==> src/logic/dcache_consts.svh <==
/*
 * data cache constants
 * widths, line count and main memory read latency
 */
`ifndef DCACHE_CONSTS_SVH
`define DCACHE_CONSTS_SVH

// --------------------------------------------------
// address and data geometry
// --------------------------------------------------
`define DC_ADDR_W      12  // word address, 4096 words of backing store
`define DC_INDEX_W     6   // line index, 64 lines
`define DC_TAG_W       6   // what is left of the address above the index
`define DC_WORD_W      32  // one word per line

// --------------------------------------------------
// main memory timing
// --------------------------------------------------
`define DC_MEM_LATENCY 4   // cycles from read start to data valid

`endif

==> src/logic/dcache_pkg.sv <==
/*
 * data cache package
 * address, index, tag and word types shared by the cache blocks
 */
`default_nettype none

`include "dcache_consts.svh"

package dcache_pkg;

  // full word address as seen by the requester
  typedef logic [`DC_ADDR_W-1:0]  addr_t;

  // low part of the address picks the line
  typedef logic [`DC_INDEX_W-1:0] index_t;

  // high part is stored per line and compared on lookup
  typedef logic [`DC_TAG_W-1:0]   tag_t;

  typedef logic [`DC_WORD_W-1:0]  word_t;  // data payload

endpackage

`default_nettype wire

==> src/logic/dcache_ctrl.sv <==
/*
 * data cache controller
 * sequences lookup, memory wait, fill and response
 */
`timescale 1ns/10ps
`default_nettype none

module dcache_ctrl import dcache_pkg::*; (
  input  logic clk,
  input  logic rst_n,
  input  logic req,
  input  logic we,            // latched request type
  input  logic hit,
  input  logic mem_rd_valid,
  output logic mem_rd_start,
  output logic mem_we,
  output logic fill_we,
  output logic wr_hit_we,
  output logic resp_valid,
  output logic resp_hit
);

  typedef enum logic [1:0] {IDLE, LOOKUP, MEM_WAIT, FILL} state_t;

  state_t state_q, state_d;

  always_ff @(posedge clk or negedge rst_n) begin
    if (!rst_n) state_q <= IDLE;
    else        state_q <= state_d;
  end

  // --------------------------------------------------
  // next state and strobes
  // --------------------------------------------------
  always_comb begin
    state_d      = state_q;
    mem_rd_start = 1'b0;
    mem_we       = 1'b0;
    fill_we      = 1'b0;
    wr_hit_we    = 1'b0;
    resp_valid   = 1'b0;
    resp_hit     = 1'b0;
    case (state_q)
      IDLE: begin
        if (req) state_d = LOOKUP;  // request latched on this edge
      end
      LOOKUP: begin
        if (we) begin
          mem_we     = 1'b1;  // write through, always
          wr_hit_we  = hit;   // no allocate on a miss
          resp_valid = 1'b1;
          resp_hit   = hit;
          state_d    = IDLE;
        end else if (hit) begin
          resp_valid = 1'b1;
          resp_hit   = 1'b1;
          state_d    = IDLE;
        end else begin
          mem_rd_start = 1'b1;  // read miss, go to memory
          state_d      = MEM_WAIT;
        end
      end
      MEM_WAIT: begin
        if (mem_rd_valid) begin
          fill_we = 1'b1;  // line written on the edge into FILL
          state_d = FILL;
        end
      end
      FILL: begin
        resp_valid = 1'b1;  // answer with the fetched word, reported as miss
        state_d    = IDLE;
      end
      default: state_d = IDLE;
    endcase
  end

  a_resp_single: assert property (@(posedge clk) disable iff (!rst_n)
    resp_valid |=> !resp_valid)
    else $error("resp_valid held for two cycles");

  // requester must wait for the response, there is no back pressure
  a_req_idle: assert property (@(posedge clk) disable iff (!rst_n)
    req |-> state_q == IDLE)
    else $error("request arrived while the cache was busy");

endmodule

`default_nettype wire

==> config.mk <==
export PLATFORM = sky130hd
export DESIGN_NAME = dcache_ctrl
export DESIGN_NICKNAME = d
export VERILOG_FILES = /design/src/logic/dcache_pkg.sv /design/src/logic/dcache_ctrl.sv
export VERILOG_INCLUDE_DIRS = /design/src /design/src/logic
export SDC_FILE = /design/constraint.sdc
export NUM_CORES = 1
export LEC_CHECK = 0
export BUFFER_PORTS_ARGS = -buffer_cell sky130_fd_sc_hd__buf_2
export CAP_MARGIN = 25
export CORE_AREA = 10 10 47 49
export CTS_CLUSTER_DIAMETER = 40
export DETAILED_ROUTE_END_ITERATION = 8
export DIE_AREA = 0 0 57 59
export PLACE_DENSITY = 0.4
export SYNTH_ARGS = -nofsm -noshare
export SYNTH_HDL_FRONTEND = slang
export SYNTH_SLANG_ARGS = --single-unit
==> constraint.sdc <==
create_clock -name clk -period 1 [get_ports clk]
set_input_delay 0.2 -clock clk [delete_from_list [all_inputs] [get_ports clk]]
set_output_delay 0.2 -clock clk [all_outputs]
set_load 0.1 [all_outputs]
* After elaboration in Yosys (flattened, before gate mapping)
Cells that the tools add are included. Widths: inputs -> output; s select.
Operators by class: equal/unequal tests 5, mux-type cells 19, reduce and logical (&&, ||, !) cells 2
Operators by type and width (count):
- $mux 1 | 13
- $mux 2 | 4
- $pmux 2 s4 | 1
- $eq 2x2->1 const B | 2
- $ne 2x2->1 const B | 2
- $eq 2x1->1 const B | 1
- $logic_not 2->1 | 1
- $pmux 1 s2 | 1
- $reduce_and 2->1 | 1
Word-level totals: register bits after elaboration 2, input bits 6, output and inout port bits 6

* Depth between registers and ports, before layout
Gate-level depths: netlist of the first run.
word-level depth 3, gate-level depth with buffers 2, mapped depth without buffers 2

* Worst setup path before layout of the first run
OpenSTA, ideal clock, no wires.
path kind register to output, start point register (tool-made name), end point output resp_valid, arrival 1.755 ns, required time 0.800 ns, slack -0.955 ns, cell stages (with the launch flop) 3, cells stage by stage dfrtp_1 -> nor3_1 -> nor2_1
RTL lines:
- end, declared | line dcache_ctrl.sv:19 | output logic resp_valid,

==> qor.log, run 1 <==
[critical_path] kind of start point of the critical path register
[status] failing checks negative setup slack
[yosys] count of synthesis-stage warnings from yosys 0
[yosys] syn nets 20
[yosys] sequential-to-total area share from yosys stat 36.0%
[clock_network] CTS HTree Levels 1
[clock_network] Max Root-Sink Buffers 2
[timing] Slew @ Worst Pin 295 ps
[critical_path] Crit path largest cell delay 430 ps
[critical_path] Levels on crit path 2
[power] total power per unit cell area 2870 mW/mm^2
[critical_path] CP delay by family, top flip-flops
[critical_path] destination of the worst register-to-register timing path state_q[0]$_DFFE_PN0P_
[min_path] worst min-delay path class in -> reg
[critical_path] capture point of the critical path mem_rd_start
[detailed_routing] First DRT Iteration DRCs 4
[critical_path] R2R depth 4
[power] post-route total power 0.00122 W
[critical_path] Worst EP required 800 ps
[finish] Inserted Diodes 0
[power] worst vdd rail ir drop 0.911 mV
[finish] commonest cells after routing, fill and taps aside sky130_fd_sc_hd__buf_12, sky130_fd_sc_hd__buf_4, sky130_fd_sc_hd__buf_2
[finish] post-layout util 30.2%
[detailed_routing] total wire length 519 um
[finish] fraction of final layout cells sized beyond drive strength 1 80.6%
[finish] area delta synth->final 205%
[die] die width 57 um
[critical_path] worst endpoint data arrival time 1180 ps
[grt] global route total overflow 0
[detailed_routing] number of vias per cell 3.37
[yosys] synthesis-stage register bit count 2
[yosys] Synth Area per Inst 9.92 um^2
[critical_path] CP Max Fanout 3
[die] die area 0.00336 mm^2
[clock_network] latest clock arrival within the worst-skew pair 230 ps
[grt] maximum number of pins on one net before global-route repair 5
[detailed_routing] total DRC errors in the routed layout 0
[placement] cell area after placement 357 um^2
[grt] antenna violations before repair 0
[timing] post-route setup slack -383 ps
[clock_network] clk slew on worst S/H paths 30 ps
[grt] via count of the first global-routing pass 212
[die] number of top-level design ports 12
[yosys] Post-Syn Area 139 um^2
[die] starting density of the core 9.91%
[status] result of the run complete, but fails checks
[job] Max Cap Viol 0
[critical_path] cell-by-cell listing of the critical path nor4b_4 > buf_12
[timing] headroom to the max-slew limit 80.3%
[detailed_routing] routed length per placed instance 9.98 um
[timing] Fmax achieved 723 MHz
[placement] Placed Cells 46
[clock_network] master cell of the clock root buffer sky130_fd_sc_hd__clkbuf_4
[timing] count of pins over their slew limit 0
[finish] summed area of non-filler cells in the final layout 423 um^2
[die] die outline height 59 um
[timing] setup violation total in the final timing report 8
[critical_path] flop-to-flop setup slack -60 ps
[timing] number of endpoints with negative hold slack in the final report 0
[critical_path] crit path kind reg -> out
[timing] final worst path period need 1380 ps
[detailed_routing] Pre-antenna DRT Iters 4
[clock_network] clock tree from TritonCTS done
[clock_network] CTS buffer count 3
[clock_network] TritonCTS sink count 2
[grt] Global Route Usage Sum 3.50%
[critical_path] buffering stage count on the worst path with inverters included 1
[placement] PortBufs 11
[placement] gp weighted congestion 0.639
[timing] Fin Clk Skew 7.08 ps
[finish] number of nets in the layout 43
[critical_path] type of destination of the critical path output pin
[finish] post-route insts no fill 52
[yosys] synthesized netlist cell count 14
[grt] wire length of the first global-routing pass 883 um
[timing] worst hold slack 232 ps
[power] Leakage 0.197 nW
[timing] Final Cycle Share 138%
[placement] DP HPWL 429 um
[die] area of the core region 0.00140 mm^2
[detailed_routing] Post-DRT Antenna Nets 0
[critical_path] Critical-path top delay cell sky130_fd_sc_hd__dfrtp_2
[die] Core Rows 14
[yosys] Synth cell types 10
[detailed_routing] via count 175
[timing] unrepaired setup endpoints after global routing yes
[report_power, final]
part | switching, W | internal (W)
sequential | 0.0000425 | 0.000114
clock | 0.0000517 | 0.000149
combinational | 0.000490 | 0.000368
total | 0.000585 | 0.000631
[metal layers]
metal | up-vias | wire length (um) | track usage [%]
met5 | - | 0 | 0
met1 | 72 | 278 | 4.38
met2 | 12 | 165 | 3.10
met4 | 0 | 0 | 4.03
met3 | 0 | 75 | 2.58
li1 | 91 | - | -
[Yosys cell counts]
| library cell | number | share of area (%) |
|---|---|---|
| sky130_fd_sc_hd__and3_1 | 2 | 9.0 |
| sky130_fd_sc_hd__nor2b_1 | 1 | 4.5 |
| sky130_fd_sc_hd__inv_1 | 1 | 2.7 |
| sky130_fd_sc_hd__nor3_1 | 1 | 3.6 |
| sky130_fd_sc_hd__nor4b_4 | 1 | 17 |
| sky130_fd_sc_hd__a21o_1 | 1 | 5.4 |
| sky130_fd_sc_hd__mux2i_1 | 1 | 7.2 |
| sky130_fd_sc_hd__nor2_1 | 2 | 5.4 |
| sky130_fd_sc_hd__dfrtp_1 | 2 | 36 |
| sky130_fd_sc_hd__and2_1 | 2 | 9.0 |
[cell families after synthesis]
kind of cell           synth area share (%)
AND/OR/NAND/NOR                        48.6
buffers and inverters                  2.70
flip-flops                             36.0
multiplexers                           7.21
AO/OA/AOI/OAI                          5.41
[worst min-delay path by stage]
stage / slack [ps] / endpoint / cells after the start / start
floorplan: -100 / async pin / 0 / rst_n
finish: 230 / state_q[0]$_DFFE_PN0P_ / 3 / req
global route: 260 / state_q[0]$_DFFE_PN0P_ / 3 / req
global placement: -10 / state_q[0]$_DFFE_PN0P_ / 1 / rst_n
detailed placement: -8 / state_q[0]$_DFFE_PN0P_ / 1 / rst_n
CTS: 230 / state_q[0]$_DFFE_PN0P_ / 3 / req
[through the flow]
stage	TNS, ps	worst slack, ps
3_5_place_dp	-948	-197
4_1_cts	-2270	-392
5_1_grt	-2490	-427
6_report	-2140	-383
3_3_place_gp	-922	-183
2_1_floorplan	-2550	-711
[layout make-up]
class	instances	area (um^2)
multi-input combinational	11	121
inverter	1	3.75
sequential	2	51.3
fill	149	978
tap	16	20.0
timing repair buffer	18	200
clock buffer	4	26.3
[tightest hold or removal path, stage by stage]
cell and delay [ps]:
sky130_fd_sc_hd__buf_2 70, sky130_fd_sc_hd__mux2i_1 60, sky130_fd_sc_hd__nor2_1 80
[what timing repair did]
action,in CTS,in global routing
hold endpoints to repair,2,0
endpoints found under the setup margin,7,8
hold buffers,1,0
gates resized for setup,4,1
cloned,0,0
setup buffers,0,1
Power figures use the tool's default switching activity.
==> run 2: changes to the inputs <==
--- a/config.mk
+++ b/config.mk
@@ -13,6 +13,7 @@
 export DETAILED_ROUTE_END_ITERATION = 8
 export DIE_AREA = 0 0 57 59
 export PLACE_DENSITY = 0.4
+export RECOVER_POWER = 100
 export SYNTH_ARGS = -nofsm -noshare
 export SYNTH_HDL_FRONTEND = slang
 export SYNTH_SLANG_ARGS = --single-unit
==> qor.log, run 2 (synthesized netlist as in run 1, its figures left out) <==
[status] result of the run complete, but fails checks [unchanged]
[status] failing checks negative setup slack [unchanged]
[grt] global route total overflow 0 [unchanged]
[detailed_routing] routed length per placed instance 9.94 um [was 9.98 um]
[timing] Fmax achieved 723 MHz [unchanged]
[clock_network] TritonCTS sink count 2 [unchanged]
[timing] number of endpoints with negative hold slack in the final report 0 [unchanged]
[die] Core Rows 14 [unchanged]
[finish] Inserted Diodes 0 [unchanged]
[power] worst vdd rail ir drop 0.911 mV [about the same]
[timing] setup violation total in the final timing report 8 [unchanged]
[timing] Slew @ Worst Pin 295 ps [unchanged]
[critical_path] R2R depth 4 [unchanged]
[detailed_routing] via count 175 [unchanged]
[timing] final worst path period need 1380 ps [unchanged]
[critical_path] kind of start point of the critical path register [unchanged]
[die] number of top-level design ports 12 [unchanged]
[placement] Placed Cells 46 [unchanged]
[timing] Fin Clk Skew 7.08 ps [unchanged]
[placement] PortBufs 11 [unchanged]
[clock_network] master cell of the clock root buffer sky130_fd_sc_hd__clkbuf_4 [unchanged]
[min_path] hold path startpoint req [unchanged]
[power] total power per unit cell area 2880 mW/mm^2 [was 2870 mW/mm^2]
[clock_network] CTS buffer count 3 [unchanged]
[finish] commonest cells after routing, fill and taps aside sky130_fd_sc_hd__buf_12, sky130_fd_sc_hd__buf_4, sky130_fd_sc_hd__buf_2 [unchanged]
[clock_network] latest clock arrival within the worst-skew pair 230 ps [about the same]
[finish] area delta synth->final 204% [was 205%]
[detailed_routing] number of vias per cell 3.37 [unchanged]
[placement] gp weighted congestion 0.639 [unchanged]
[timing] headroom to the max-slew limit 80.3% [unchanged]
[grt] Global Route Usage Sum 3.50% [unchanged]
[critical_path] cell-by-cell listing of the critical path nor4b_4 > buf_12 [unchanged]
[critical_path] destination of the worst register-to-register timing path state_q[0]$_DFFE_PN0P_ [unchanged]
[die] die area 0.00336 mm^2 [unchanged]
[die] starting density of the core 9.91% [unchanged]
[detailed_routing] First DRT Iteration DRCs 4 [unchanged]
[grt] antenna violations before repair 0 [unchanged]
[power] post-route total power 0.00122 W [about the same]
[min_path] hold endpoint state_q[0]$_DFFE_PN0P_ [unchanged]
[clock_network] clock tree from TritonCTS done [unchanged]
[critical_path] crit path kind reg -> out [unchanged]
[detailed_routing] total wire length 517 um [was 519 um]
[grt] wire length of the first global-routing pass 883 um [unchanged]
[finish] fraction of final layout cells sized beyond drive strength 1 77.8% [was 80.6%]
[die] area of the core region 0.00140 mm^2 [unchanged]
[min_path] depth of the worst hold-timing path 3 [unchanged]
[power] Leakage 0.194 nW [was 0.197 nW]
[critical_path] CP Max Fanout 3 [unchanged]
[die] die width 57 um [unchanged]
[critical_path] worst endpoint data arrival time 1180 ps [about the same]
[die] die outline height 59 um [unchanged]
[critical_path] Crit path largest cell delay 430 ps [about the same]
[grt] maximum number of pins on one net before global-route repair 5 [unchanged]
[critical_path] Worst EP required 800 ps [about the same]
[detailed_routing] Pre-antenna DRT Iters 4 [unchanged]
[timing] Final Cycle Share 138% [unchanged]
[job] Max Cap Viol 0 [unchanged]
[critical_path] Critical-path top delay cell sky130_fd_sc_hd__dfrtp_2 [unchanged]
[critical_path] type of destination of the critical path output pin [unchanged]
[critical_path] flop-to-flop setup slack -60 ps [about the same]
[grt] via count of the first global-routing pass 212 [unchanged]
[clock_network] Max Root-Sink Buffers 2 [unchanged]
[detailed_routing] Post-DRT Antenna Nets 0 [unchanged]
[min_path] worst min-delay path class in -> reg [unchanged]
[clock_network] CTS HTree Levels 1 [unchanged]
[finish] post-layout util 30.1% [was 30.2%]
[timing] unrepaired setup endpoints after global routing yes [unchanged]
[finish] number of nets in the layout 43 [unchanged]
[timing] count of pins over their slew limit 0 [unchanged]
[finish] post-route insts no fill 52 [unchanged]
[placement] DP HPWL 429 um [unchanged]
[clock_network] clk slew on worst S/H paths 30 ps [about the same]
[detailed_routing] total DRC errors in the routed layout 0 [unchanged]
[timing] post-route setup slack -383 ps [unchanged]
==> run 2: changes by cell type in the layout (fill, tap and decap cells not counted), sizes merged <==
cell / change
buf: -1
clkbuf: +1
==> run 2: layout make-up <==
type	count	area (um^2)
fillers	150	980
repair buffers	18	199
multi-input cells	11	121
flip-flops and latches	2	51.3
clock buffers	4	26.3
well taps	16	20.0
inverters	1	3.75
==> run 2: critical path, delay by kind of cell, from the launching register on <==
kind / cells / cell delay [ps]
buffers and inverters: 1 / 220
DFF: 1 / 430
and+or+nand+nor: 1 / 300
==> run 2: worst max-delay path by stage <==
stage	start	end	slack, ps
final	register	mem_rd_start	-380
after global routing	register	mem_rd_start	-430
after CTS	register	wr_hit_we	-390
after detailed placement	register	wr_hit_we	-200
after global placement	register	resp_valid	-180
after floorplan	register	register	-710
==> run 2: through the flow <==
stage | setup slack [ps] | instance area, um^2 | hold slack, ps | TNS (ps)
after floorplan | -711 | 154 | -95.6 | -2550
after global placement | -183 | 357 | -14.2 | -922
after detailed placement | -197 | 357 | -8.11 | -948
after CTS | -392 | 410 | 232 | -2270
after global routing | -427 | 422 | 263 | -2490
final | -383 | 422 | 232 | -2140
==> run 2: layer usage <==
metal	routed length [um]	global-route usage (%)	vias to the layer above	part of all wire [%]
met3	75	2.58	0	15
met4	0	4.03	0	0
met5	0	0	-	0
met1	276	4.38	72	53
met2	165	3.10	12	32
li1	-	-	91	-
==> run 2: repair_timing <==
item | in CTS | in global routing
pin swaps | 0 | 0
setup endpoints to repair | 7 | 8
setup buffers | 0 | 1
gates resized for setup | 4 | 1
hold endpoints to repair | 2 | 0
hold buffers | 1 | 0
==> run 2: report_power, final <==
part | internal, W | switching (W) | total (W)
sequential | 0.000114 | 0.0000425 | 0.000157
clock | 0.000149 | 0.0000517 | 0.000200
combinational | 0.000368 | 0.000490 | 0.000858
total | 0.000631 | 0.000585 | 0.00122
